## config.mk

```make
export PLATFORM = sky130hd
export DESIGN_NAME = tcdm_dma_channel
export DESIGN_NICKNAME = d
export VERILOG_FILES = /design/src/efpga_test_pkg.sv /design/src/tcdm_dma_channel.sv
export SDC_FILE = /design/constraint.sdc
export NUM_CORES = 1
export LEC_CHECK = 0
export ABC_AREA = 1
export BUFFER_PORTS_ARGS = -buffer_cell sky130_fd_sc_hd__buf_2
export CAP_MARGIN = 10
export CORE_UTILIZATION = 30
export CTS_CLUSTER_SIZE = 40
export DETAILED_ROUTE_END_ITERATION = 8
export PLACE_DENSITY = 0.51
export SETUP_SLACK_MARGIN = 0.3
export SLEW_MARGIN = 10
export SYNTH_ARGS = -nofsm -noshare
export SYNTH_HDL_FRONTEND = slang
export SYNTH_SLANG_ARGS = --single-unit
```

## constraint.sdc

```tcl
create_clock -name CLK -period 5.3 [get_ports CLK]
set_input_delay 1.06 -clock CLK [delete_from_list [all_inputs] [get_ports CLK]]
set_output_delay 1.06 -clock CLK [all_outputs]
set_load 0.01 [all_outputs]
```

## src/efpga_test_pkg.sv

```systemverilog
/*
  efpga test target shared definitions
  widths, register map, config word fields and the packed structs
  for the wishbone port, the tcdm channels and the operand rams
*/
package efpga_test_pkg;

  localparam int DATA_W      = 32;  // bus, tcdm and ram word
  localparam int TCDM_ADDR_W = 20;  // tcdm byte address
  localparam int BUS_ADDR_W  = 20;  // wishbone byte address
  localparam int RAM_DEPTH   = 256;
  localparam int RAM_ADDR_W  = 8;
  localparam int N_CHAN      = 2;   // channel/ram pairs
  localparam int CHAN_IDX_W  = $clog2(N_CHAN);
  localparam int GPIO_W      = 80;
  localparam int GPIO_WORDS  = (GPIO_W + DATA_W - 1) / DATA_W;

  localparam logic [DATA_W-1:0] ID_WORD = 32'hCA11_EF3A;

  // register map, byte addresses
  localparam logic [BUS_ADDR_W-1:0] ADDR_CFG_BASE    = 20'h00000;  // stride 4
  localparam logic [BUS_ADDR_W-1:0] ADDR_DIRECT_BASE = 20'h00080;  // stride 4
  localparam logic [BUS_ADDR_W-1:0] ADDR_LAUNCH_BASE = 20'h00200;  // stride 4
  localparam logic [BUS_ADDR_W-1:0] ADDR_BUSY        = 20'h00210;
  localparam logic [BUS_ADDR_W-1:0] ADDR_GPIO_OUT    = 20'h00040;  // three words
  localparam logic [BUS_ADDR_W-1:0] ADDR_GPIO_OE     = 20'h00050;
  localparam logic [BUS_ADDR_W-1:0] ADDR_GPIO_IN     = 20'h00060;
  localparam logic [BUS_ADDR_W-1:0] ADDR_ID          = 20'h00800;
  localparam logic [BUS_ADDR_W-1:0] RAM_WIN_BASE     = 20'h01000;
  localparam logic [BUS_ADDR_W-1:0] RAM_WIN_STRIDE   = 20'h01000;

  // channel config word
  localparam int CFG_DIR_BIT  = 31;  // 1 = tcdm to ram
  localparam int CFG_BE_LSB   = 20;  // lane disable nibble
  localparam int CFG_ADDR_LSB = 0;

  typedef struct packed {
    logic                  cyc;
    logic                  stb;
    logic                  we;
    logic [BUS_ADDR_W-1:0] adr;
    logic [DATA_W-1:0]     dat;
  } wb_req_t;

  typedef struct packed {
    logic              ack;
    logic [DATA_W-1:0] dat;
  } wb_rsp_t;

  typedef struct packed {
    logic                   req;
    logic [TCDM_ADDR_W-1:0] addr;
    logic                   wen;  // 1 = read
    logic [3:0]             be;
    logic [DATA_W-1:0]      wdata;
  } tcdm_req_t;

  typedef struct packed {
    logic              gnt;
    logic              rvalid;
    logic [DATA_W-1:0] rdata;
  } tcdm_rsp_t;

  typedef struct packed {
    logic                  en;
    logic                  we;
    logic [RAM_ADDR_W-1:0] addr;
    logic [DATA_W-1:0]     wdata;
  } ram_req_t;

  typedef struct packed {
    logic              cfg_we;  // single-cycle pulses
    logic              launch;
    logic              direct;
    logic [DATA_W-1:0] wdata;
  } chan_ctrl_t;

  typedef struct packed {
    logic [DATA_W-1:0] cfg;
    logic [DATA_W-1:0] result;
    logic              busy;
  } chan_stat_t;

endpackage
```

## src/tcdm_dma_channel.sv

```systemverilog
`timescale 1ns/1ps

/*
  TCDM master channel
  holds its config and result registers and runs either one direct
  access or a counted burst between operand RAM port B and TCDM
*/
module tcdm_dma_channel (
  input  logic                              CLK,
  input  logic                              rst_n,
  input  efpga_test_pkg::chan_ctrl_t        ctrl,
  output efpga_test_pkg::chan_stat_t        stat,
  output efpga_test_pkg::tcdm_req_t         tcdm_req,
  input  efpga_test_pkg::tcdm_rsp_t         tcdm_rsp,
  output efpga_test_pkg::ram_req_t          ram_req,
  input  logic [efpga_test_pkg::DATA_W-1:0] ram_rdata
);

  import efpga_test_pkg::*;

  typedef enum logic [1:0] {
    S_IDLE,
    S_FETCH,  // ram read ahead of a tcdm write
    S_REQ,
    S_WAIT
  } state_e;

  state_e                 state;
  logic                   burst;
  logic                   cfg_dir;
  logic [3:0]             cfg_be;
  logic [TCDM_ADDR_W-1:0] cfg_addr;
  logic [RAM_ADDR_W-1:0]  word_idx;
  logic [RAM_ADDR_W-1:0]  remain;
  logic [RAM_ADDR_W-1:0]  launch_cnt;
  logic                   last_word;
  logic [DATA_W-1:0]      direct_wdata;
  logic [DATA_W-1:0]      result;
  logic                   ram_wr;
  logic [RAM_ADDR_W-1:0]  ram_wr_addr;
  logic [DATA_W-1:0]      ram_wr_data;

  assign launch_cnt = ctrl.wdata[RAM_ADDR_W-1:0];
  assign last_word  = (remain == RAM_ADDR_W'(1));

  always_ff @(posedge CLK or negedge rst_n) begin
    if (!rst_n) begin
      state    <= S_IDLE;
      burst    <= 1'b0;
      cfg_dir  <= 1'b0;
      cfg_be   <= '1;
      cfg_addr <= '0;
      word_idx <= '0;
      remain   <= '0;
      ram_wr   <= 1'b0;
    end else begin
      ram_wr <= 1'b0;
      case (state)
        S_IDLE: begin  // pulses only count here
          if (ctrl.cfg_we) begin
            cfg_dir  <= ctrl.wdata[CFG_DIR_BIT];
            cfg_be   <= ~ctrl.wdata[CFG_BE_LSB +: 4];
            cfg_addr <= ctrl.wdata[CFG_ADDR_LSB +: TCDM_ADDR_W];
          end
          if (ctrl.direct) begin
            burst <= 1'b0;
            state <= S_REQ;
          end
          if (ctrl.launch && launch_cnt != '0) begin
            burst    <= 1'b1;
            word_idx <= '0;
            remain   <= launch_cnt;
            state    <= cfg_dir ? S_REQ : S_FETCH;
          end
        end
        S_FETCH: state <= S_REQ;
        S_REQ: begin
          if (tcdm_rsp.gnt) begin
            if (burst) begin
              cfg_addr <= cfg_addr + TCDM_ADDR_W'(4);
            end
            state <= S_WAIT;
          end
        end
        S_WAIT: begin
          if (tcdm_rsp.rvalid) begin
            if (burst) begin
              ram_wr   <= cfg_dir;  // store read word next cycle
              word_idx <= word_idx + 1'b1;
              remain   <= remain - 1'b1;
              if (last_word) begin
                state <= S_IDLE;
              end else begin
                state <= cfg_dir ? S_REQ : S_FETCH;
              end
            end else begin
              state <= S_IDLE;
            end
          end
        end
        default: state <= S_IDLE;
      endcase
    end
  end

  always_ff @(posedge CLK) begin
    if (state == S_IDLE && ctrl.direct) begin
      direct_wdata <= ctrl.wdata;
    end
    if (state == S_WAIT && tcdm_rsp.rvalid) begin
      if (!burst && cfg_dir) begin
        result <= tcdm_rsp.rdata;
      end
      ram_wr_addr <= word_idx;
      ram_wr_data <= tcdm_rsp.rdata;
    end
  end

  // ram_rdata holds while port B is idle during S_REQ
  always_comb begin
    tcdm_req.req   = (state == S_REQ);
    tcdm_req.addr  = cfg_addr;
    tcdm_req.wen   = cfg_dir;
    tcdm_req.be    = cfg_be;
    tcdm_req.wdata = burst ? ram_rdata : direct_wdata;
  end

  always_comb begin
    ram_req.en    = (state == S_FETCH) || ram_wr;
    ram_req.we    = ram_wr;
    ram_req.addr  = ram_wr ? ram_wr_addr : word_idx;
    ram_req.wdata = ram_wr_data;
  end

  always_comb begin
    stat.cfg                                = '0;
    stat.cfg[CFG_DIR_BIT]                   = cfg_dir;
    stat.cfg[CFG_BE_LSB +: 4]               = ~cfg_be;  // back to disable bits
    stat.cfg[CFG_ADDR_LSB +: TCDM_ADDR_W]   = cfg_addr;
    stat.result                             = result;
    stat.busy                               = (state != S_IDLE);
  end

endmodule

```

Word level (Yosys, flattened, before mapping)
Index checks and enable logic that the tools add are counted.
- word-level logic and storage cells: 73
- flip-flop bits (word level): 149
- output and inout port bits: 165
- add/subtract/negate cells: 3
- equality and inequality tests: 11
- bitwise logic cells: 2
- muxes and demuxes: 27
- reductions and logical operators: 18
- operators by type and width (cell ; number):
    $mux 20 ; 3
    $mux 8 ; 7
    $pmux 20 s2 ; 1
    $mux 32 ; 1
    $pmux 8 s2 ; 2
    $add 20x3->20 const B ; 1
    $mux 2 ; 7
    $add 8x1->8 const B ; 1
    $eq 8x1->1 const B ; 1
    $ne 2x2->1 const B ; 4
    $not 4->4 ; 2
    $pmux 2 s4 ; 1
    $reduce_and 4->1 ; 2
    $reduce_bool 2->1 ; 4
    $reduce_bool 8->1 ; 1
    $sub 8x1->8 const B ; 1
    $reduce_and 2->1 ; 3
    $mux 1 ; 5
    $eq 2x2->1 const B ; 2
    $logic_and 1x1->1 ; 4
    $ne 2x1->1 const B ; 2
    $ne 3x3->1 const B ; 1
    $reduce_and 3->1 ; 1
    $eq 2x1->1 const B ; 1
    other kinds (3) ; 3

Depth between registers and ports, before layout
- word-level depth: 5
- mapped depth: 9
- mapped depth without buffers: 9

Least setup slack after synthesis
No wires, ideal clock.
- path kind: input to register
- from: in tcdm_rsp[32] (netlist bit)
- to: reg result[0] (enable)
- data required time: 4798 ps
- setup time: 502 ps
- arrival: 4238 ps
- cell stages on the path: 2
- slack: 561 ps
- cells stage by stage: inv_1 -> nor4_1
- word-level cells in the longest chain between the ends: 2
- RTL lines (element ; line ; source):
    from (decl) ; tcdm_dma_channel.sv:14 ; input efpga_test_pkg::tcdm_rsp_t tcdm_rsp,
    $logic_and 1x1->1 ; tcdm_dma_channel.sv:110 ; if (state == S_WAIT && tcdm_rsp.rvalid) begin
    $reduce_and 2->1 (no line) ; - ;
    to (signal assigned) ; tcdm_dma_channel.sv:112 ; result <= tcdm_rsp.rdata;
    to (decl) ; tcdm_dma_channel.sv:38 ; logic [DATA_W-1:0] result;
No other way between the ends.
A chain may end at the register's enable or synchronous reset.

==> results.yml <==
logic_synthesis:
  ys_dominant_reg_cell: "sky130_fd_sc_hd__edfxtp_1"
  synthesis.area_sq_um: 6690
  yosys.cell_count.top_type: "sky130_fd_sc_hd__nand2_1"
  synth-seq-cells: 149
  ys_async_sr_fraction: 0.302
  synth.yosys.warnings: 0
  synth-edff-count: 104
  synth.lib_cells_used.distinct: 35
  ys_seq_area_frac: 0.636
  post_synth.cell_area_avg_sq_um: 9.82
  ys_top_cells_by_count: "sky130_fd_sc_hd__nand2_1 (240), sky130_fd_sc_hd__edfxtp_1 (104), sky130_fd_sc_hd__nor2_1 (58)"
  yosys-top-cells-area: "sky130_fd_sc_hd__edfxtp_1 (47%), sky130_fd_sc_hd__dfrtp_1 (15%), sky130_fd_sc_hd__nand2_1 (13%)"
  synth_top_area_cell: "sky130_fd_sc_hd__edfxtp_1"
  synth_top_area_share: 0.467
  postSynthCellCount: 681
place:
  numPortBuffers: 260
  finalWeightedCongestion: 0.776
  dp_hpwl_microns: 13300
sta:
  timing.final.crit_period_ps: 3070
  fin_skew_ps: 8.76
  tightestPinTransition_ps: 1070
  hold_viol: 0
  slew_viol_final: 0
  max_clock_freq_mhz: 326
  max-slew-margin-rel: 0.283
  unrepaired_setup_endpoints_after_global_routing: "no"
  finalSetupTns_ps: 0
  finalSetupViolations: 0
  timing.final.crit_share: 0.579
worst_setup_path:
  worstSetupStartpointType: "register"
  ff2ff_path_depth: 7
  timing_worst_setup_path_type: "reg2out"
  timing.critical_path.required_ps: 4240
  worstSetupEndpoint: "tcdm_req[1]"
  timing.rr.end: "cfg_addr[7]"
  timing.critical_path.fanout_max: 33
  cp-end-kind: "primary output"
  timing.critical_path.from: "burst"
  worst_ep_arrival_time_ps: 2010
  worst_setup_slack_for_register_to_register_paths_ps: 3110
  crit-reg2reg-launch: "state[1]"
pwr:
  total_switching_power_mw: 1.88
  irDropWorstVdd_mv: 0.221
  leakagePower_nw: 4.04
  power_density_over_cell_area_nw_per_um2: 533
  power.share.sequential: 0.383
  gate_power_share: 0.355
  intPower_mw: 2.74
  power.share.clock: 0.262
  swShare: 0.407
  finalPower_mw: 4.63
grt:
  grt_antenna_before_repair: 0
  first_global_vias: 4948
  grt_pass1_wl_microns: 27300
  grt-ovfl-total: 0
  total_track_usage: 0.161
  grt_start_max_net_pins: 46
die:
  num_io_pins: 268
  dieArea_sq_um: 22900
  floorplan.die.width_microns: 151
  die_span_y_microns: 151
  design.core.area_sq_um: 21800
  std_cell_rows: 54
  starting_density_of_the_core: 0.306
job:
  drv_cap: 0
routing:
  postRouteAntennaNets: 0
  via_count: 5330
  avgRoutedWirePerCell_microns: 15.0
  met1_routed_wirelength_after_detailed_routing_microns: 8300
  finalWirelength_microns: 18200
  drtIter0Drc: 339
  drt_first_pass_iters: 5
  met2RoutedLength_microns: 8750
  avgViaCountPerCell: 4.39
  post-route-drc-count: 0
  wl_met3_microns: 991
  top_layer_used: "met4"
layout:
  antennaDiodeCount: 0
  final_nets: 1027
  flow.area_growth_from_synthesis_pct: 29.7
  drive_gt1_frac: 0.339
clocking:
  postCtsSetupRepairBufs: 0
  cts_buffers: 17
  cts_tree: "yes"
  h_tree_depth: 4
  cts.hold.buffers_added: 0
  clkSlewWorstSetupHoldPaths_ps: 70
  cts_repair_resize_count: 0
  cts.sink_count: 149
  ctsRootBufferMaster: "sky130_fd_sc_hd__clkbuf_16"
  insertion_delay_to_the_later_sink_of_the_worst_skew_pair_ps: 430
  clk_path_buf_depth: 2
min_path:
  timing.hold.worst_path_depth: 2
  path_type_of_the_worst_min_delay_path: "reg2reg"
  worstHoldStart: "cfg_be[1]"
outcome:
  result_of_the_run: "completed"
worst max-delay path, cell delays in order, from the launching register on:
cell	delay [ps]
sky130_fd_sc_hd__dfrtp_1	370
sky130_fd_sc_hd__inv_1	770
sky130_fd_sc_hd__nand2_1	190
sky130_fd_sc_hd__nand2_1	100
sky130_fd_sc_hd__buf_2	140
placed cells by master (no fill, tap or decap), types with 2 or more instances in the layout:
master / synthesis / final
sky130_fd_sc_hd__a21oi_1: 12 / 12
sky130_fd_sc_hd__buf_2: 4 / 260
sky130_fd_sc_hd__buf_4: 34 / 4
sky130_fd_sc_hd__clkbuf_16: 0 / 17
sky130_fd_sc_hd__clkinv_4: 0 / 2
sky130_fd_sc_hd__clkinv_8: 0 / 5
sky130_fd_sc_hd__conb_1: 1 / 7
sky130_fd_sc_hd__dfrtp_1: 41 / 41
sky130_fd_sc_hd__dfstp_2: 4 / 4
sky130_fd_sc_hd__edfxtp_1: 104 / 104
sky130_fd_sc_hd__ha_1: 4 / 4
sky130_fd_sc_hd__inv_1: 45 / 45
sky130_fd_sc_hd__inv_2: 5 / 5
sky130_fd_sc_hd__inv_6: 0 / 2
sky130_fd_sc_hd__inv_8: 0 / 5
sky130_fd_sc_hd__nand2_1: 240 / 240
sky130_fd_sc_hd__nand2_2: 3 / 3
sky130_fd_sc_hd__nand3_1: 30 / 30
sky130_fd_sc_hd__nand4_1: 11 / 11
sky130_fd_sc_hd__nor2_1: 58 / 57
sky130_fd_sc_hd__nor2_2: 2 / 2
sky130_fd_sc_hd__nor2_4: 1 / 2
sky130_fd_sc_hd__nor3_1: 2 / 2
sky130_fd_sc_hd__o21ai_0: 29 / 29
sky130_fd_sc_hd__o21ai_1: 19 / 19
sky130_fd_sc_hd__xnor2_1: 2 / 2
sky130_fd_sc_hd__xor2_1: 7 / 7
worst min-delay path by stage:
stage,end,slack [ps]
floorplan,ram_wr_addr[7],470
global placement,cfg_be[3],500
detailed placement,cfg_be[1],510
CTS,cfg_be[1],520
global route,cfg_be[2],540
finish,cfg_be[1],510
sequential cells by signal, indices dropped and copies added (netlist names):
| signal | count |
|---|---|
| cfg_dir | 1 |
| cfg_be | 4 |
| remain | 8 |
| word_idx | 8 |
| result | 32 |
| ram_wr_data | 32 |
| direct_wdata | 32 |
| cfg_addr | 20 |
| state | 2 |
| ram_wr_addr | 8 |
| ram_wr | 1 |
| burst | 1 |
power by group through the flow:
stage	logic, mW	registers, mW	clock network, mW
finish	1.64	1.77	1.21
global route	1.90	1.81	1.29
CTS	1.68	1.77	1.24
detailed placement	1.67	1.80	0
global placement	1.67	1.79	0
floorplan	1.11	1.80	0
stage by stage:
| step | setup slack [ps] | cells | hold WS [ps] | util | instance area, sq um |
|---|---|---|---|---|---|
| floorplan | 561 | 687 | 469 | - | 6710 |
| global placement | 2570 | 1181 | 498 | 0.370 | 8070 |
| detailed placement | 2570 | 1181 | 507 | 0.370 | 8070 |
| CTS | 2110 | 1213 | 517 | 0.397 | 8670 |
| global route | 1970 | 1213 | 539 | 0.397 | 8670 |
| finish | 2230 | 1213 | 512 | 0.397 | 8670 |
per-layer routing:
metal | track usage | up-vias
met4 | 0.0490 | 0
li1 | - | 2678
met2 | 0.262 | 165
met5 | 0 | -
met3 | 0.0404 | 13
met1 | 0.209 | 2474
cell type report:
cell class	instances	area, sq um
Clock buffer	17	425
Tap cell	280	350
Multi-Input combinational cell	438	1940
Inverter	50	188
Clock inverter	15	180
Timing Repair Buffer	264	1330
Sequential cell	149	4250
Fill cell	2200	13200
kinds of logic after synthesis:
kind of cell / share of synthesized area
AO/OA/AOI/OAI: 0.0515
AND/OR/NAND/NOR: 0.214
other: 0.000561
XOR/XNOR: 0.0118
adder cells (fa/ha/maj): 0.00749
flip-flops: 0.636
buffers and inverters: 0.0782
Power figures use the tool's default switching activity.
