### src/efpga_test_pkg.sv
/*
  efpga test target shared definitions
  widths, register map, config word fields and the packed structs
  for the wishbone port, the tcdm channels and the operand rams
*/
package efpga_test_pkg;

  localparam int DATA_W      = 32;  // bus, tcdm and ram word
  localparam int TCDM_ADDR_W = 20;  // tcdm byte address
  localparam int BUS_ADDR_W  = 20;  // wishbone byte address
  localparam int RAM_DEPTH   = 256;
  localparam int RAM_ADDR_W  = 8;
  localparam int N_CHAN      = 2;   // channel/ram pairs
  localparam int CHAN_IDX_W  = $clog2(N_CHAN);
  localparam int GPIO_W      = 80;
  localparam int GPIO_WORDS  = (GPIO_W + DATA_W - 1) / DATA_W;

  localparam logic [DATA_W-1:0] ID_WORD = 32'hCA11_EF3A;

  // register map, byte addresses
  localparam logic [BUS_ADDR_W-1:0] ADDR_CFG_BASE    = 20'h00000;  // stride 4
  localparam logic [BUS_ADDR_W-1:0] ADDR_DIRECT_BASE = 20'h00080;  // stride 4
  localparam logic [BUS_ADDR_W-1:0] ADDR_LAUNCH_BASE = 20'h00200;  // stride 4
  localparam logic [BUS_ADDR_W-1:0] ADDR_BUSY        = 20'h00210;
  localparam logic [BUS_ADDR_W-1:0] ADDR_GPIO_OUT    = 20'h00040;  // three words
  localparam logic [BUS_ADDR_W-1:0] ADDR_GPIO_OE     = 20'h00050;
  localparam logic [BUS_ADDR_W-1:0] ADDR_GPIO_IN     = 20'h00060;
  localparam logic [BUS_ADDR_W-1:0] ADDR_ID          = 20'h00800;
  localparam logic [BUS_ADDR_W-1:0] RAM_WIN_BASE     = 20'h01000;
  localparam logic [BUS_ADDR_W-1:0] RAM_WIN_STRIDE   = 20'h01000;

  // channel config word
  localparam int CFG_DIR_BIT  = 31;  // 1 = tcdm to ram
  localparam int CFG_BE_LSB   = 20;  // lane disable nibble
  localparam int CFG_ADDR_LSB = 0;

  typedef struct packed {
    logic                  cyc;
    logic                  stb;
    logic                  we;
    logic [BUS_ADDR_W-1:0] adr;
    logic [DATA_W-1:0]     dat;
  } wb_req_t;

  typedef struct packed {
    logic              ack;
    logic [DATA_W-1:0] dat;
  } wb_rsp_t;

  typedef struct packed {
    logic                   req;
    logic [TCDM_ADDR_W-1:0] addr;
    logic                   wen;  // 1 = read
    logic [3:0]             be;
    logic [DATA_W-1:0]      wdata;
  } tcdm_req_t;

  typedef struct packed {
    logic              gnt;
    logic              rvalid;
    logic [DATA_W-1:0] rdata;
  } tcdm_rsp_t;

  typedef struct packed {
    logic                  en;
    logic                  we;
    logic [RAM_ADDR_W-1:0] addr;
    logic [DATA_W-1:0]     wdata;
  } ram_req_t;

  typedef struct packed {
    logic              cfg_we;  // single-cycle pulses
    logic              launch;
    logic              direct;
    logic [DATA_W-1:0] wdata;
  } chan_ctrl_t;

  typedef struct packed {
    logic [DATA_W-1:0] cfg;
    logic [DATA_W-1:0] result;
    logic              busy;
  } chan_stat_t;

endpackage
### src/wb_csr_target.sv
`timescale 1ns/1ps

/*
  Wishbone classic slave for the test target
  two-cycle access sequencer, address decode, pin registers and
  read-data mux over channels, RAM windows and the ID word
*/
module wb_csr_target (
  input  logic                              CLK,
  input  logic                              rst_n,
  input  efpga_test_pkg::wb_req_t           wb_req,
  output efpga_test_pkg::wb_rsp_t           wb_rsp,
  output efpga_test_pkg::chan_ctrl_t        chan_ctrl [efpga_test_pkg::N_CHAN],
  input  efpga_test_pkg::chan_stat_t        chan_stat [efpga_test_pkg::N_CHAN],
  output efpga_test_pkg::ram_req_t          ram_a_req [efpga_test_pkg::N_CHAN],
  input  logic [efpga_test_pkg::DATA_W-1:0] ram_a_rdata [efpga_test_pkg::N_CHAN],
  input  logic [efpga_test_pkg::GPIO_W-1:0] gpio_in,
  output logic [efpga_test_pkg::GPIO_W-1:0] gpio_out,
  output logic [efpga_test_pkg::GPIO_W-1:0] gpio_oe
);

  import efpga_test_pkg::*;

  typedef enum logic [3:0] {
    SEL_NONE, SEL_CFG, SEL_DIRECT, SEL_LAUNCH, SEL_BUSY,
    SEL_GPIO_OUT, SEL_GPIO_OE, SEL_GPIO_IN, SEL_ID, SEL_RAM
  } sel_e;

  sel_e              dec_sel;
  sel_e              rd_sel;
  logic [1:0]        dec_idx;  // channel or pin word
  logic [1:0]        rd_idx;
  logic              start;
  logic              wr_go;
  logic              pend;
  logic              ack_q;
  logic [N_CHAN-1:0] busy_vec;
  logic [DATA_W-1:0] rd_mux;
  logic [DATA_W-1:0] rd_data;

  // one 32-bit slice of a pin vector, top word zero-filled
  function automatic logic [DATA_W-1:0] pin_word(input logic [GPIO_W-1:0] pins,
                                                 input logic [1:0]        w);
    logic [GPIO_WORDS*DATA_W-1:0] ext;
    ext = '0;
    ext[GPIO_W-1:0] = pins;
    return ext[w*DATA_W +: DATA_W];
  endfunction

  function automatic logic [GPIO_W-1:0] pin_update(input logic [GPIO_W-1:0] pins,
                                                   input logic [1:0]        w,
                                                   input logic [DATA_W-1:0] d);
    logic [GPIO_WORDS*DATA_W-1:0] ext;
    ext = '0;
    ext[GPIO_W-1:0] = pins;
    ext[w*DATA_W +: DATA_W] = d;
    return ext[GPIO_W-1:0];  // upper bits of top word dropped
  endfunction

  assign start = wb_req.cyc && wb_req.stb && !pend && !ack_q;  // edge k
  assign wr_go = start && wb_req.we;

  always_comb begin
    dec_sel = SEL_NONE;
    dec_idx = wb_req.adr[3:2];
    case (wb_req.adr)
      ADDR_GPIO_OUT, ADDR_GPIO_OUT + 20'h4, ADDR_GPIO_OUT + 20'h8: dec_sel = SEL_GPIO_OUT;
      ADDR_GPIO_OE, ADDR_GPIO_OE + 20'h4, ADDR_GPIO_OE + 20'h8:    dec_sel = SEL_GPIO_OE;
      ADDR_GPIO_IN, ADDR_GPIO_IN + 20'h4, ADDR_GPIO_IN + 20'h8:    dec_sel = SEL_GPIO_IN;
      ADDR_BUSY: dec_sel = SEL_BUSY;
      ADDR_ID:   dec_sel = SEL_ID;
      default:   dec_sel = SEL_NONE;
    endcase
    for (int i = 0; i < N_CHAN; i++) begin
      if (wb_req.adr == ADDR_CFG_BASE + BUS_ADDR_W'(4 * i)) begin
        dec_sel = SEL_CFG;
        dec_idx = 2'(i);
      end
      if (wb_req.adr == ADDR_DIRECT_BASE + BUS_ADDR_W'(4 * i)) begin
        dec_sel = SEL_DIRECT;
        dec_idx = 2'(i);
      end
      if (wb_req.adr == ADDR_LAUNCH_BASE + BUS_ADDR_W'(4 * i)) begin
        dec_sel = SEL_LAUNCH;
        dec_idx = 2'(i);
      end
      if ((wb_req.adr >> (RAM_ADDR_W + 2)) ==
          ((RAM_WIN_BASE + BUS_ADDR_W'(i) * RAM_WIN_STRIDE) >> (RAM_ADDR_W + 2))) begin
        dec_sel = SEL_RAM;  // first RAM_DEPTH words of the window
        dec_idx = 2'(i);
      end
    end
  end

  always_comb begin
    for (int i = 0; i < N_CHAN; i++) begin
      chan_ctrl[i].cfg_we = wr_go && dec_sel == SEL_CFG && dec_idx == 2'(i);
      chan_ctrl[i].launch = wr_go && dec_sel == SEL_LAUNCH && dec_idx == 2'(i);
      chan_ctrl[i].direct = wr_go && dec_sel == SEL_DIRECT && dec_idx == 2'(i);
      chan_ctrl[i].wdata  = wb_req.dat;
      ram_a_req[i].en     = start && dec_sel == SEL_RAM && dec_idx == 2'(i);
      ram_a_req[i].we     = wr_go && dec_sel == SEL_RAM && dec_idx == 2'(i);
      ram_a_req[i].addr   = wb_req.adr[RAM_ADDR_W+1:2];
      ram_a_req[i].wdata  = wb_req.dat;
      busy_vec[i]         = chan_stat[i].busy;
    end
  end

  always_ff @(posedge CLK or negedge rst_n) begin
    if (!rst_n) begin
      pend     <= 1'b0;
      ack_q    <= 1'b0;
      rd_sel   <= SEL_NONE;
      rd_idx   <= '0;
      gpio_out <= '0;
      gpio_oe  <= '0;
    end else begin
      pend  <= start;
      ack_q <= pend;  // single-cycle ack at edge k+1
      if (start) begin
        rd_sel <= wb_req.we ? SEL_NONE : dec_sel;
        rd_idx <= dec_idx;
      end
      if (wr_go && dec_sel == SEL_GPIO_OUT) begin
        gpio_out <= pin_update(gpio_out, dec_idx, wb_req.dat);
      end
      if (wr_go && dec_sel == SEL_GPIO_OE) begin
        gpio_oe <= pin_update(gpio_oe, dec_idx, wb_req.dat);
      end
    end
  end

  always_comb begin
    case (rd_sel)
      SEL_CFG:      rd_mux = chan_stat[rd_idx[CHAN_IDX_W-1:0]].cfg;
      SEL_DIRECT:   rd_mux = chan_stat[rd_idx[CHAN_IDX_W-1:0]].result;
      SEL_BUSY:     rd_mux = DATA_W'(busy_vec);
      SEL_GPIO_OUT: rd_mux = pin_word(gpio_out, rd_idx);
      SEL_GPIO_OE:  rd_mux = pin_word(gpio_oe, rd_idx);
      SEL_GPIO_IN:  rd_mux = pin_word(gpio_in, rd_idx);
      SEL_ID:       rd_mux = ID_WORD;
      SEL_RAM:      rd_mux = ram_a_rdata[rd_idx[CHAN_IDX_W-1:0]];  // read at edge k
      default:      rd_mux = '0;  // unmapped, launch
    endcase
  end

  always_ff @(posedge CLK) begin
    if (pend) begin
      rd_data <= rd_mux;
    end
  end

  assign wb_rsp.ack = ack_q;
  assign wb_rsp.dat = rd_data;

endmodule

### config.mk
export PLATFORM = sky130hd
export DESIGN_NAME = wb_csr_target
export DESIGN_NICKNAME = d
export VERILOG_FILES = /design/src/efpga_test_pkg.sv /design/src/wb_csr_target.sv
export SDC_FILE = /design/constraint.sdc
export NUM_CORES = 1
export LEC_CHECK = 0
export BUFFER_PORTS_ARGS = -buffer_cell sky130_fd_sc_hd__buf_2
export CORE_AREA = 5 5 259 261
export DETAILED_ROUTE_END_ITERATION = 6
export DIE_AREA = 0 0 264 266
export GPL_TIMING_DRIVEN = 0
export SYNTH_ARGS = -nofsm -noshare
export SYNTH_HDL_FRONTEND = slang
export SYNTH_SLANG_ARGS = --single-unit
### constraint.sdc
create_clock -name CLK -period 5 [get_ports CLK]
set_input_delay 0 -clock CLK [delete_from_list [all_inputs] [get_ports CLK]]
set_output_delay 0 -clock CLK [all_outputs]
set_load 0.02 [all_outputs]
* After elaboration in Yosys (flattened, before gate mapping)
Cells that the tools add are included.
** Storage, ports and cells
- Flip-flop bits (word level) :: 200
- Latch bits :: 0
- Memory bits (writable) :: 0
- Memory bits (read-only) :: 0
- Output and inout port bits :: 347
- Word-level logic and storage cells :: 103
- Memories kept :: 0
** Cells by class
- Add/sub/neg operators :: 1
- Multiply operators :: 0
- Divide/modulo/power cells :: 0
- $lt $le $gt $ge :: 1
- Eq/ne operators :: 33
- Shifts and indexed selects :: 5
- Multiplexer cells :: 27
- Bitwise logic cells :: 1
- Reductions and logical operators :: 28
** Operator list (count)
- variable part select 96 x 8 -> 32 bit :: 3
- one-hot mux 32 bit (8 select lines) :: 1
- 2-to-1 mux 65 bit :: 3
- bitwise mux 96 bit :: 2
- == test 20 x 7 -> 1 bit, second input constant :: 9
- 2-to-1 mux 32 bit :: 3
- variable shift 32 x 34 -> 96 bit, first input constant :: 1
- variable part select 32 x 34 -> 96 bit :: 1
- == test 20 x 10 -> 1 bit, second input constant :: 3
- == test 20 x 8 -> 1 bit, second input constant :: 2
- 2-to-1 mux 4 bit :: 9
- negation 7 -> 34 bit :: 1
- == test 4 x 3 -> 1 bit, second input constant :: 6
- logical AND 1 bit :: 21
- == test 20 x 12 -> 1 bit, second input constant :: 1
- == test 20 x 3 -> 1 bit, second input constant :: 1
- zero test 20 bit :: 1
- one-hot mux 4 bit (5 select lines) :: 1
- 2-to-1 mux 2 bit :: 8
- == test 4 x 2 -> 1 bit, second input constant :: 3
- == test 4 bit, second input constant :: 3
- == test 10 x 3 -> 1 bit, second input constant :: 1
- == test 10 x 4 -> 1 bit, second input constant :: 1
- OR reduction 3 bit :: 3
- other kinds (6) :: 8

* Depth between registers and ports, before layout
Gate-level depths: netlist of the first run.
- Depth in word-level cells :: 14
- Depth in mapped cells :: 12
- Depth with buffers taken out :: 9

* Worst setup path before layout of the first run
No wires, ideal clock.
- Path type :: in2reg
- From :: input wb_req[49] (netlist name)
- To :: register gpio_oe[10] (netlist name)
- Arrival time :: 2701 ps
- Required time :: 4879 ps
- Setup slack :: 2178 ps
- Stages on the path :: 11
- Path buffers :: 3
- Cell sequence :: or4_4 buf_6 nor4_1 buf_4 nand2b_1 ha_1 nand2_1 nor4_4 nand2_1 buf_2 a22o_1
** On the way
- Cells in the longest elaborated chain, start to end :: 13
** RTL lines
- start, declared :: RTL line wb_csr_target.sv:11 : input efpga_test_pkg::wb_req_t wb_req,
- branches (longest 13 deep; another with negation 7 -> 34 bit)
- end signal, assigned :: RTL line wb_csr_target.sv:128 : gpio_oe <= pin_update(gpio_oe, dec_idx, wb_req.dat);
- end, declared :: RTL line wb_csr_target.sv:19 : output logic [efpga_test_pkg::GPIO_W-1:0] gpio_oe
Parallel ways; which one is timed is not known.
A chain may end at the register's enable or synchronous reset.

* Worst setup path after layout of the first run
- From :: register rd_idx[0]
- To :: register rd_data[9] (data pin)
** On the way
- Cells in the longest elaborated chain, start to end :: 5
** RTL lines
- start, declared :: RTL line wb_csr_target.sv:32 : logic [1:0] rd_idx;
- start signal, assigned :: RTL line wb_csr_target.sv:122 : rd_idx <= dec_idx;
- branches (longest 4 deep; another with variable part select 96 x 8 -> 32 bit)
- one-hot mux 32 bit (8 select lines) (*) :: RTL line wb_csr_target.sv:134 : case (rd_sel)
- end signal, assigned :: RTL line wb_csr_target.sv:149 : rd_data <= rd_mux;
- end, declared :: RTL line wb_csr_target.sv:39 : logic [DATA_W-1:0] rd_data;
Mark *: on every way between the ends. The select of a mux whose other input is x is not followed.

==> results of run 1 <==
[worst max-delay path by stage]
stage                    start           end  slack [ns]  depth (start not counted)
finish               rd_idx[0]    rd_data[9]        0.31                         10
global route         rd_idx[0]    rd_data[9]        0.12                         10
CTS                  rd_idx[0]    rd_data[9]        0.29                         10
detailed placement  wb_req[49]  gpio_out[49]        0.76                         12
global placement    wb_req[49]  gpio_out[49]        0.43                         11
floorplan           wb_req[49]   gpio_oe[10]        2.18                         11
[cell usage after synthesis, types with 4 or more instances]
master,number,share of area (%)
sky130_fd_sc_hd__a21o_1,39,2.3
sky130_fd_sc_hd__a21oi_1,30,1.2
sky130_fd_sc_hd__a221o_1,5,0.40
sky130_fd_sc_hd__a222oi_1,28,2.2
sky130_fd_sc_hd__a22o_1,47,3.3
sky130_fd_sc_hd__a22oi_1,17,1.0
sky130_fd_sc_hd__and2_1,51,2.5
sky130_fd_sc_hd__and4_1,15,1.0
sky130_fd_sc_hd__buf_1,11,0.33
sky130_fd_sc_hd__buf_2,9,0.36
sky130_fd_sc_hd__buf_4,150,8.9
sky130_fd_sc_hd__buf_6,5,0.45
sky130_fd_sc_hd__clkbuf_1,67,2.0
sky130_fd_sc_hd__dfrtp_1,168,33
sky130_fd_sc_hd__edfxtp_1,32,7.6
sky130_fd_sc_hd__inv_1,37,1.1
sky130_fd_sc_hd__mux2_1,68,6.1
sky130_fd_sc_hd__mux2_2,31,2.8
sky130_fd_sc_hd__mux2i_1,61,4.8
sky130_fd_sc_hd__nand2_1,49,1.5
sky130_fd_sc_hd__nand2b_1,10,0.50
sky130_fd_sc_hd__nand3_1,18,0.71
sky130_fd_sc_hd__nor2_1,49,1.5
sky130_fd_sc_hd__nor3_1,11,0.44
sky130_fd_sc_hd__o211ai_1,4,0.24
sky130_fd_sc_hd__o21ai_0,21,0.83
sky130_fd_sc_hd__o221ai_1,29,2.0
sky130_fd_sc_hd__o22ai_1,66,3.3
sky130_fd_sc_hd__o32ai_1,29,2.0
sky130_fd_sc_hd__or3_1,5,0.25
[power by group]
| group | internal, W | switching (W) |
|---|---|---|
| sequential | 0.00166 | 0.00000382 |
| clock | 0.000751 | 0.000824 |
| combinational | 0.000364 | 0.000474 |
[through the flow]
step	hold slack, ns	total power (W)	worst slack [ns]
3_5_place_dp	-0.0145	0.00248	0.764
6_report	0.0355	0.00408	0.310
4_1_cts	0.00213	0.00413	0.292
3_3_place_gp	0.221	0.00248	0.433
2_1_floorplan	-0.296	0.00209	2.18
5_1_grt	0.0317	0.00424	0.121
[worst reg2reg max path: stages, from the launching register on]
cell and delay [ns]:
sky130_fd_sc_hd__dfrtp_1 0.32, sky130_fd_sc_hd__clkbuf_1 0.40, sky130_fd_sc_hd__clkbuf_1 0.76, sky130_fd_sc_hd__clkbuf_1 0.67, sky130_fd_sc_hd__mux2i_1 0.27, sky130_fd_sc_hd__dlygate4sd3_1 0.58
sky130_fd_sc_hd__nand2_1 0.05, sky130_fd_sc_hd__a21oi_1 0.21, sky130_fd_sc_hd__dlygate4sd3_1 0.60, sky130_fd_sc_hd__nand2_1 0.05, sky130_fd_sc_hd__dlygate4sd3_1 0.54
[routing by layer]
metal | global-route usage [%] | vias to the layer above | wire length, um
met5 | 0 | - | 34
met4 | 4.88 | 6 | 1490
met3 | 5.91 | 70 | 6000
met2 | 32.6 | 653 | 34800
met1 | 25.0 | 6678 | 30200
li1 | - | 6127 | -
[flip-flops by register name, indices dropped and copies added (netlist names)]
signal,cells
rd_data,32
rd_idx,2
ack_q,1
gpio_oe,80
gpio_out,80
rd_sel,4
pend,1
[layout by cell type, fill, tap and decap left out, types with 29 or more instances in the layout]
master | netlist | final
sky130_fd_sc_hd__buf_4 | 150 | 151
sky130_fd_sc_hd__and2_1 | 51 | 51
sky130_fd_sc_hd__mux2_2 | 31 | 31
sky130_fd_sc_hd__o22ai_1 | 66 | 66
sky130_fd_sc_hd__inv_1 | 37 | 37
sky130_fd_sc_hd__edfxtp_1 | 32 | 32
sky130_fd_sc_hd__a22o_1 | 47 | 47
sky130_fd_sc_hd__a21o_1 | 39 | 39
sky130_fd_sc_hd__o221ai_1 | 29 | 29
sky130_fd_sc_hd__nor2_1 | 49 | 49
sky130_fd_sc_hd__nand2_1 | 49 | 49
sky130_fd_sc_hd__mux2i_1 | 61 | 61
sky130_fd_sc_hd__buf_2 | 9 | 684
sky130_fd_sc_hd__dfrtp_1 | 168 | 167
sky130_fd_sc_hd__a21oi_1 | 30 | 30
sky130_fd_sc_hd__dlygate4sd3_1 | 0 | 113
sky130_fd_sc_hd__o32ai_1 | 29 | 29
sky130_fd_sc_hd__clkbuf_1 | 67 | 67
sky130_fd_sc_hd__mux2_1 | 68 | 68
[area by class of cell]
| type | instances | area (um2) |
|---|---|---|
| Multi-Input combinational cell | 746 | 5740 |
| Buffer | 245 | 1570 |
| Clock buffer | 17 | 425 |
| Fill cell | 6943 | 45300 |
| Sequential cell | 200 | 5170 |
| Inverter | 38 | 143 |
| Antenna cell | 4 | 10.0 |
| Clock inverter | 15 | 223 |
| Tap cell | 855 | 1070 |
| Timing Repair Buffer | 792 | 4580 |
[cell families after synthesis]
group	Yosys count	share of synthesized area (%)
DFF	200	41.0
buffers and inverters	283	13.5
muxes	160	13.7
AOI/OAI and AO/OA	340	20.5
and+or+nand+nor	240	10.8
adders and majority gates	3	0.298
xor gates and xnor gates	3	0.208
[timing repair]
| action | 4_1_cts | 5_1_grt |
|---|---|---|
| hold buffers | 113 | 0 |
| hold endpoints to repair | 275 | 0 |
| setup endpoints to repair | 0 | 0 |
==> reports/results.txt, run 1 <==
Number of port buffers - 676
Total leakage power - 9.79 nW
Terminus of the critical flop-to-flop path - rd_data[9]
Fin. Hold Viols - 0
Total number of vias - 13534
Number of buffer and inverter instances along the worst setup path - 6
Die height - 266 um
Clk pin slew, worst setup/hold paths - 0.09 ns
Peak ir drop on the vdd network - 0.226 mV
R2r worst-path depth - 10
R2R Setup Slk - 0.31 ns
Violation count after the first detailed-routing iteration - 1064
# placed instances - 2763
Portion of the post-synthesis area used by sequential elements - 41.0%
Worst-Skew Late Latency - 0.50 ns
Residual DRC count - 0
Cell Area, Synth - 12600 um2
NumNets Final - 2374
Placed wire-length estimate after detailed placement - 59000 um
Number of setup violations in the final report - 0
Flip-flop cell with the highest count after synthesis - sky130_fd_sc_hd__dfrtp_1
Routed WL per cell - 24.9 um
Final sum of negative setup slack - 0 ns
Number of H-tree branching levels - 4
Power Density - 216 nW/um2
Max incr delay on CP - 0.76 ns
Number of distinct library cells after synthesis - 68
Average vias per placed instance - 4.65
Max-cap violations - 0
Routability congestion estimate from global placement - 0.932
Count of flip-flops with a built-in enable after synthesis - 32
Net count of the mapped netlist - 1563
Final clock skew - 0.0150 ns
Placement row count - 93
Setup repair after global routing missed its margin - false
Highest fanout seen on the critical path - 10
Number of search-and-repair iterations in the first detailed-routing pass - 6
Number of sinks driven by the clock tree - 200
Share of synthesized registers carrying an async set or reset - 84.0%
Total GRT Usage - 19.6%
Number of cells produced by synthesis - 1229
Shortest period the worst path allows - 4.69 ns
Cts bufs inserted - 17
Effective utilization at floorplan - 19.6%
Outcome - completed
Highest Clock Rate - 0.213 GHz
Slew at the pin closest to its max-slew limit - 1.11 ns
Cell with the largest stage delay on the worst path - sky130_fd_sc_hd__clkbuf_1
Clock tree from TritonCTS - done
Share of layout cells above drive strength 1 - 45.2%
Longest Clk Path Bufs - 2
First-pass GRT wire length - 101000 um
Area of the die - 70200 um2
Final number of max-transition violations - 0
Root buffer cell - sky130_fd_sc_hd__clkbuf_16
Startpoint of the worst-slack reg-to-reg timing path - rd_idx[0]
Post-CTS Setup Bufs - 0
CORE AREA - 64200 um2
Non-filler cells, final - 2912
Signed area change from the synthesized netlist to the final layout - 50.1%
Layout Cell Area excl Fill - 18900 um2
Antenna violations before repair - 8
Post-Synthesis Mean Instance Area - 10.3 um2
Finished Core Util - 29.5%
Cells along the critical path - clkbuf_1 -> clkbuf_1 -> clkbuf_1 -> mux2i_1 -> dlygate4sd3_1 -> nand2_1 -> a21oi_1 -> dlygate4sd3_1 -> nand2_1 -> dlygate4sd3_1
Register bit count reported by yosys - 200
Antenna-violating nets left - 0
Overall overflow remaining after global route - 0
Endpoint kind of the worst setup timing path - flop
Resize count post-CTS - 0
Share of the cycle needed by the critical path after routing - 93.8%
Aggregate routed wire length - 72500 um
I/O Pins - 678
Largest net degree at the start of global routing - 107
Cell area reported after detailed placement - 17100 um2
Worst slew margin - 25.7%
Type of the worst setup path - flop to flop
Via count of the first global-routing pass - 13648
Type of the worst min-delay path - primary input to async pin
Worst Setup Start Kind - flop
Endpoint arrival time on the critical path - 4.95 ns
Die width - 264 um
Cell family with most CP delay - buffers and inverters
Required @ worst endpoint - 5.26 ns
Ys Warns - 0
No activity file was read; power rests on OpenSTA's default activity.
==> run 2: changes to the inputs <==
Settings changed: CORE_AREA 5 5 259 261 to 5 5 260 262, DIE_AREA 0 0 264 266 to 0 0 265 267.
==> run 2 against run 1 <==
Effect of this change: non-clock buffer count stayed put; sequential power hardly changed; worst setup slack got worse by 0.047 ns; sequential share of layout area hardly changed; register-to-register slack worse by 0.05 ns; final area barely moved; via count about the same; first-iteration DRC count rose by 3.1%; largest cell class unchanged; cell count increased by 0.24%.
==> reports/results.txt, run 2 (synthesized netlist as in run 1, its figures left out) <==
Post-place setup slack - 0.665 ns (was 0.764 ns)
Cell with the largest stage delay on the worst path - sky130_fd_sc_hd__clkbuf_1 (unchanged)
Total number of vias - 13538 (was 13534)
Final clock skew - 0.0115 ns (was 0.0150 ns)
Endpoint kind of the worst setup timing path - flop (unchanged)
Placement row count - 94 (was 93)
Die height - 267 um (was 266 um)
Type of the worst min-delay path - primary input to async pin (unchanged)
Type of the worst setup path - flop to flop (unchanged)
Max-cap violations - 0 (unchanged)
Overall power of the completed layout - 0.00405 W (was 0.00408 W)
Post-CTS Setup Bufs - 0 (unchanged)
Worst-Skew Late Latency - 0.49 ns (was 0.50 ns)
Antenna-violating nets left - 0 (unchanged)
Highest Clock Rate - 0.211 GHz (was 0.213 GHz)
Longest Clk Path Bufs - 2 (unchanged)
Overall overflow remaining after global route - 0 (unchanged)
R2r worst-path depth - 10 (unchanged)
Die width - 265 um (was 264 um)
Cell family with most CP delay - buffers and inverters (unchanged)
Endpoint arrival time on the critical path - 4.98 ns (was 4.95 ns)
Via count of the first global-routing pass - 13377 (was 13648)
Residual DRC count - 0 (unchanged)
Highest fanout seen on the critical path - 10 (unchanged)
Average vias per placed instance - 4.64 (was 4.65)
Largest registers - gpio_oe: 80 flops, gpio_out: 80 flops, rd_data: 32 flops (unchanged)
Shortest period the worst path allows - 4.74 ns (was 4.69 ns)
CORE AREA - 65200 um2 (was 64200 um2)
Root buffer cell - sky130_fd_sc_hd__clkbuf_16 (unchanged)
Worst path setup slack after routing - 0.263 ns (was 0.310 ns)
First-pass GRT wire length - 98600 um (was 101000 um)
Signed area change from the synthesized netlist to the final layout - 50.0% (was 50.1%)
Antenna violations before repair - 5 (was 8)
Final number of max-transition violations - 0 (unchanged)
Routability congestion estimate from global placement - 0.951 (was 0.932)
Placed wire-length estimate after detailed placement - 58400 um (was 59000 um)
Max incr delay on CP - 0.72 ns (was 0.76 ns)
Number of search-and-repair iterations in the first detailed-routing pass - 6 (unchanged)
Fin. Hold Viols - 0 (unchanged)
Setup repair after global routing missed its margin - false (unchanged)
Multi-input combinational cell area - 5750 um2 (was 5740 um2)
Aggregate routed wire length - 72200 um (was 72500 um)
Commonest non-fill, non-tap cell in the layout - sky130_fd_sc_hd__buf_2 (unchanged)
R2R Setup Slk - 0.26 ns (was 0.31 ns)
Cells along the critical path - clkbuf_1 -> clkbuf_1 -> clkbuf_1 -> mux2i_1 -> dlygate4sd3_1 -> nand2_1 -> a21oi_1 -> dlygate4sd3_1 -> nand2_1 -> dlygate4sd3_1 (unchanged)
I/O Pins - 678 (unchanged)
Cts bufs inserted - 17 (unchanged)
Power Density - 214 nW/um2 (was 216 nW/um2)
Required @ worst endpoint - 5.24 ns (was 5.26 ns)
Share of layout cells above drive strength 1 - 45.3% (was 45.2%)
NumNets Final - 2374 (unchanged)
Number of H-tree branching levels - 4 (unchanged)
Total leakage power - 9.80 nW (was 9.79 nW)
Violation count after the first detailed-routing iteration - 1097 (was 1064)
Number of buffer and inverter instances along the worst setup path - 6 (unchanged)
Number of setup violations in the final report - 0 (unchanged)
Routed WL per cell - 24.7 um (was 24.9 um)
Effective utilization at floorplan - 19.4% (was 19.6%)
Clk pin slew, worst setup/hold paths - 0.09 ns (about the same)
Area of the die - 70800 um2 (was 70200 um2)
Commonest cells after routing, fill and taps aside - 684 x sky130_fd_sc_hd__buf_2, 167 x sky130_fd_sc_hd__dfrtp_1, 151 x sky130_fd_sc_hd__buf_4 (unchanged)
Slew at the pin closest to its max-slew limit - 1.16 ns (was 1.11 ns)
Number of port buffers - 676 (unchanged)
Clock tree from TritonCTS - done (unchanged)
Largest net degree at the start of global routing - 108 (was 107)
Number of sinks driven by the clock tree - 200 (unchanged)
Worst Setup Start Kind - flop (unchanged)
Crit. path cell count - 10 (unchanged)
Worst slew margin - 21.4% (was 25.7%)
Total GRT Usage - 19.3% (was 19.6%)
Final sum of negative setup slack - 0 ns (unchanged)
Register Area - 5170 um2 (unchanged)
Share of the cycle needed by the critical path after routing - 94.7% (was 93.8%)
Peak ir drop on the vdd network - 0.134 mV (was 0.226 mV)
Outcome - completed (unchanged)
Filler cells - 7014 (was 6943)
run 2: worst paths after layout:
path                               start           to
setup / recovery               rd_idx[0]   rd_data[8]
hold / removal                     rst_n  gpio_out[4]
setup reg to reg               rd_idx[0]   rd_data[8]
hold reg to reg                     pend        ack_q
max in group asynchronous          rst_n  gpio_oe[61]
min in group CLK           chan_stat[25]  rd_data[24]
run 2: cell type report:
class	count	share of cell area [%]
multi-input combinational	746	30.4
sequential	200	27.3
timing repair buffer	792	24.2
buffer	245	8.27
tap	864	5.71
clock buffer	17	2.25
clock inverter	15	1.11
inverter	38	0.754
antenna	2	0.0264
run 2: routing by layer:
| layer | vias to the layer above | global-route usage, % | routed length, um |
|---|---|---|---|
| met1 | 6737 | 25.1 | 30700 |
| met5 | - | 0 | 7 |
| met2 | 608 | 31.4 | 33900 |
| met4 | 2 | 5.31 | 1780 |
| met3 | 79 | 5.56 | 5770 |
| li1 | 6112 | - | - |
run 2: metrics by stage:
| step | cell area, um2 | hold WS (ns) | util, % | instances |
|---|---|---|---|---|
| after floorplan | 12600 | -0.296 | - | 1229 |
| after global placement | 17100 | 0.220 | 26.2 | 2769 |
| after detailed placement | 17200 | -0.0180 | 26.3 | 2773 |
| after CTS | 18900 | 0.00147 | 29.0 | 2917 |
| after global routing | 18900 | 0.0383 | 29.0 | 2918 |
| final | 18900 | 0.0363 | 29.0 | 2919 |
run 2: worst reg2reg max path: stages (launching register included):
cell                            delay [ns]
sky130_fd_sc_hd__dfrtp_1              0.33
sky130_fd_sc_hd__clkbuf_1             0.37
sky130_fd_sc_hd__clkbuf_1             0.72
sky130_fd_sc_hd__clkbuf_1             0.67
sky130_fd_sc_hd__mux2i_1              0.27
sky130_fd_sc_hd__dlygate4sd3_1        0.57
sky130_fd_sc_hd__nand2_1              0.05
sky130_fd_sc_hd__a21oi_1              0.24
sky130_fd_sc_hd__dlygate4sd3_1        0.62
sky130_fd_sc_hd__nand2_1              0.07
sky130_fd_sc_hd__dlygate4sd3_1        0.57
run 2: where the power goes:
group	total (W)	internal, W	switching [W]
Clock	0.00154	0.000740	0.000799
Sequential	0.00167	0.00166	0.00000440
Combinational	0.000838	0.000362	0.000476
run 2: timing repair:
action                                  CTS  global route
endpoints found under the setup margin    0             3
gates resized for setup                   0             1
hold endpoints to repair                273             0
hold buffers                            112             0
==> run 3: changes to the inputs <==
Settings changed: ABC_AREA from default to 1, CORE_AREA 5 5 260 262 to 5 5 257 259, DIE_AREA 0 0 265 267 to 0 0 262 264.
==> run 3 against run 2 <==
Effect of this change: largest cell class is now multi-input gates; critical path type unchanged; synthesized cell count grew 49%; core utilization grew 0.99 points; non-clock buffer count fell by 5; clock power decreased by 8%; wire length rose by 19%; register-to-register slack better by 0.61 ns.
==> reports/results.txt, run 3 <==
Number of sinks driven by the clock tree - 200 (unchanged)
Max-cap violations - 0 (unchanged)
Type of the worst setup path - flop to flop (unchanged)
Routability congestion estimate from global placement - 0.947 (was 0.951)
Number of search-and-repair iterations in the first detailed-routing pass - 7 (was 6)
Net count of the mapped netlist - 2170 (was 1563)
Fin. Hold Viols - 0 (unchanged)
Share of layout cells above drive strength 1 - 35.1% (was 45.3%)
I/O Pins - 678 (unchanged)
Commonest cells after routing, fill and taps aside - 702 x sky130_fd_sc_hd__buf_2, 578 x sky130_fd_sc_hd__nand2_1, 167 x sky130_fd_sc_hd__dfrtp_1 (was 684 x sky130_fd_sc_hd__buf_2, 167 x sky130_fd_sc_hd__dfrtp_1, 151 x sky130_fd_sc_hd__buf_4)
Total leakage power - 9.79 nW (was 9.80 nW)
Number of port buffers - 677 (was 676)
Violation count after the first detailed-routing iteration - 1654 (was 1097)
Post-synth top area cell - sky130_fd_sc_hd__dfrtp_1 (unchanged)
Residual DRC count - 0 (unchanged)
Die width - 262 um (was 265 um)
Post-Synthesis Mean Instance Area - 7.15 um2 (was 10.3 um2)
NumNets Final - 2958 (was 2374)
Highest Clock Rate - 0.242 GHz (was 0.211 GHz)
Highest fanout seen on the critical path - 10 (unchanged)
Number of H-tree branching levels - 4 (unchanged)
Clock tree from TritonCTS - done (unchanged)
Cts bufs inserted - 17 (unchanged)
Overall overflow remaining after global route - 0 (unchanged)
Largest registers - gpio_oe: 80 flops, gpio_out: 80 flops, rd_data: 32 flops (unchanged)
Library cell with the highest instance count after synthesis - sky130_fd_sc_hd__nand2_1 (was sky130_fd_sc_hd__dfrtp_1)
Share of the cycle needed by the critical path after routing - 82.6% (was 94.7%)
Setup repair after global routing missed its margin - false (unchanged)
Wire length on met3 - 9290 um (was 5770 um)
Area of the die - 69200 um2 (was 70800 um2)
Required @ worst endpoint - 5.33 ns (was 5.24 ns)
Number of setup violations in the final report - 0 (unchanged)
Placement row count - 93 (was 94)
Shortest period the worst path allows - 4.13 ns (was 4.74 ns)
Routed WL per cell - 24.6 um (was 24.7 um)
Total GRT Usage - 23.5% (was 19.3%)
Antenna-violating nets left - 0 (unchanged)
Worst slew margin - 25.3% (was 21.4%)
Aggregate routed wire length - 86100 um (was 72200 um)
Met2 layer wire length in the routed design - 39900 um (was 33900 um)
Average vias per placed instance - 4.69 (was 4.64)
Startpoint of the worst-slack reg-to-reg timing path - rd_idx[0] (unchanged)
Flip-flop cell with the highest count after synthesis - sky130_fd_sc_hd__dfrtp_1 (unchanged)
Worst-Skew Late Latency - 0.47 ns (was 0.49 ns)
Synth area leaders - sky130_fd_sc_hd__dfrtp_1 32%, sky130_fd_sc_hd__nand2_1 17%, sky130_fd_sc_hd__buf_4 8.8%, sky130_fd_sc_hd__edfxtp_1 7.3%, sky130_fd_sc_hd__nand3_1 4.5% (was sky130_fd_sc_hd__dfrtp_1 33%, sky130_fd_sc_hd__buf_4 8.9%, sky130_fd_sc_hd__edfxtp_1 7.6%, sky130_fd_sc_hd__mux2_1 6.1%, sky130_fd_sc_hd__mux2i_1 4.8%)
Final clock skew - 0.0203 ns (was 0.0115 ns)
Type of the worst min-delay path - primary input to flop (was primary input to async pin)
Peak ir drop on the vdd network - 0.241 mV (was 0.134 mV)
Antenna violations before repair - 23 (was 5)
Worst Min Path Start - gpio_in[17]
Placed wire-length estimate after detailed placement - 70300 um (was 58400 um)
Met1 routed wirelength after detailed routing - 34100 um (was 30700 um)
Portion of the post-synthesis area used by sequential elements - 39.4% (was 41.0%)
Cell Area, Synth - 13100 um2 (was 12600 um2)
Longest Clk Path Bufs - 2 (unchanged)
Terminus of the critical flop-to-flop path - rd_data[21] (was rd_data[8])
Root buffer cell - sky130_fd_sc_hd__clkbuf_16 (unchanged)
Count of flip-flops with a built-in enable after synthesis - 32 (unchanged)
Outcome - completed (unchanged)
Post-CTS Setup Bufs - 0 (unchanged)
Effective utilization at floorplan - 20.6% (was 19.4%)
R2R Setup Slk - 0.87 ns (was 0.26 ns)
CORE AREA - 63600 um2 (was 65200 um2)
Total number of vias - 16422 (was 13538)
Number of distinct library cells after synthesis - 37 (was 68)
Synth top area share - 32.0% (was 33.3%)
Most frequent cells after synthesis - 578 x sky130_fd_sc_hd__nand2_1, 168 x sky130_fd_sc_hd__dfrtp_1, 153 x sky130_fd_sc_hd__buf_4 (was 168 x sky130_fd_sc_hd__dfrtp_1, 150 x sky130_fd_sc_hd__buf_4, 68 x sky130_fd_sc_hd__mux2_1)
Finished Core Util - 30.0% (was 29.0%)
Commonest non-fill, non-tap cell in the layout - sky130_fd_sc_hd__buf_2 (unchanged)
Worst Setup Start Kind - flop (unchanged)
First-pass GRT wire length - 116000 um (was 98600 um)
Clk pin slew, worst setup/hold paths - 0.08 ns (was 0.09 ns)
Via count of the first global-routing pass - 15536 (was 13377)
Die height - 264 um (was 267 um)
Highest metal layer with signal wires - met5 (unchanged)
Slew at the pin closest to its max-slew limit - 1.12 ns (was 1.16 ns)
Share of synthesized registers carrying an async set or reset - 84.0% (unchanged)
Final sum of negative setup slack - 0 ns (unchanged)
Final number of max-transition violations - 0 (unchanged)
Hold Path Stages - 5
Power Density - 219 nW/um2 (was 214 nW/um2)
Endpoint arrival time on the critical path - 4.46 ns (was 4.98 ns)
Endpoint kind of the worst setup timing path - flop (unchanged)
Ys Warns - 0 (unchanged)
Worst hold path endpoint - rd_data[17]
Signed area change from the synthesized netlist to the final layout - 45.6% (was 50.0%)
Register bit count reported by yosys - 200 (unchanged)
Number of cells produced by synthesis - 1836 (was 1229)
Largest net degree at the start of global routing - 107 (was 108)
R2r worst-path depth - 10 (unchanged)
## run 3: cell types whose count changed after synthesis, sizes merged, moves of 52 or more
cell   previous run  this run
mux2i            61         1
nor2             49       129
o21ai            21       199
nand3            20       124
a21oi            32       114
inv              38        90
nand2            50       583
mux2             99         1
## run 3: worst max path at each step
stage | slack, ns | end | from
after floorplan | 2.83 | gpio_out[51] | wb_req[47]
after global placement | 0.95 | gpio_out[69] | rst_n
after detailed placement | 1.66 | gpio_out[44] | wb_req[47]
after CTS | 0.87 | rd_data[21] | rd_idx[0]
after global routing | 0.70 | rd_data[21] | rd_idx[0]
final | 0.87 | rd_data[21] | rd_idx[0]
## run 3: critical path, stage by stage (launching register included)
cell	delay, ns
sky130_fd_sc_hd__dfrtp_1	0.34
sky130_fd_sc_hd__buf_2	0.22
sky130_fd_sc_hd__clkbuf_1	0.73
sky130_fd_sc_hd__clkbuf_1	0.60
sky130_fd_sc_hd__nand2_1	0.11
sky130_fd_sc_hd__a21oi_1	0.18
sky130_fd_sc_hd__dlygate4sd3_1	0.57
sky130_fd_sc_hd__nor3_1	0.05
sky130_fd_sc_hd__dlygate4sd3_1	0.58
sky130_fd_sc_hd__nand2_1	0.07
sky130_fd_sc_hd__dlygate4sd3_1	0.53
## run 3: stage by stage
stage	std cells	total power, W	setup slack (ns)	hold slack (ns)	cell area, um2
after floorplan	1836	0.00221	2.83	-0.296	13100
after global placement	3368	0.00274	0.947	0.335	17600
after detailed placement	3369	0.00275	1.66	-0.0192	17600
after CTS	3491	0.00419	0.873	0.0000193	19100
after global routing	3495	0.00433	0.700	0.0304	19100
final	3500	0.00418	0.871	0.0351	19100
## run 3: cell type report
cell class | instances | area, um2
multi-input cells | 1282 | 5980
clock buffers | 21 | 482
flip-flops and latches | 200 | 5170
plain buffers | 263 | 1640
well taps | 855 | 1070
diodes | 9 | 22.5
inverters | 91 | 342
clock inverters | 10 | 78.8
repair buffers | 769 | 4340
fillers | 6985 | 44500
## run 3: cell families (layout without fill, tap and decap cells)
kind of cell | after synthesis | in the layout | share of synthesized area, %
adders and majority gates | 3 | 3 | 0.286
other | 0 | 9 | 0
muxes | 2 | 2 | 0.162
and+or+nand+nor | 886 | 886 | 28.4
DFF | 200 | 200 | 39.4
buffers and inverters | 354 | 1154 | 15.1
AOI/OAI and AO/OA | 391 | 391 | 16.7
## run 3: power breakdown
part / total (W) / internal, W / switching [W] / leakage [nW]
clock network: 0.00141 / 0.000702 / 0.000703 / 0.282
registers: 0.00167 / 0.00166 / 0.0000102 / 2.49
logic: 0.00110 / 0.000374 / 0.000723 / 7.02
## run 3: routing by layer
| metal | up-vias | GRT usage [%] |
|---|---|---|
| li1 | 7571 | - |
| met1 | 7805 | 29.1 |
| met2 | 875 | 38.1 |
| met3 | 145 | 8.44 |
| met4 | 26 | 7.43 |
| met5 | - | 0 |
## run 3: repair_timing
action | CTS | global route
endpoints found under the hold margin | 208 | 0
gates resized for setup | 0 | 0
hold buffers | 91 | 0
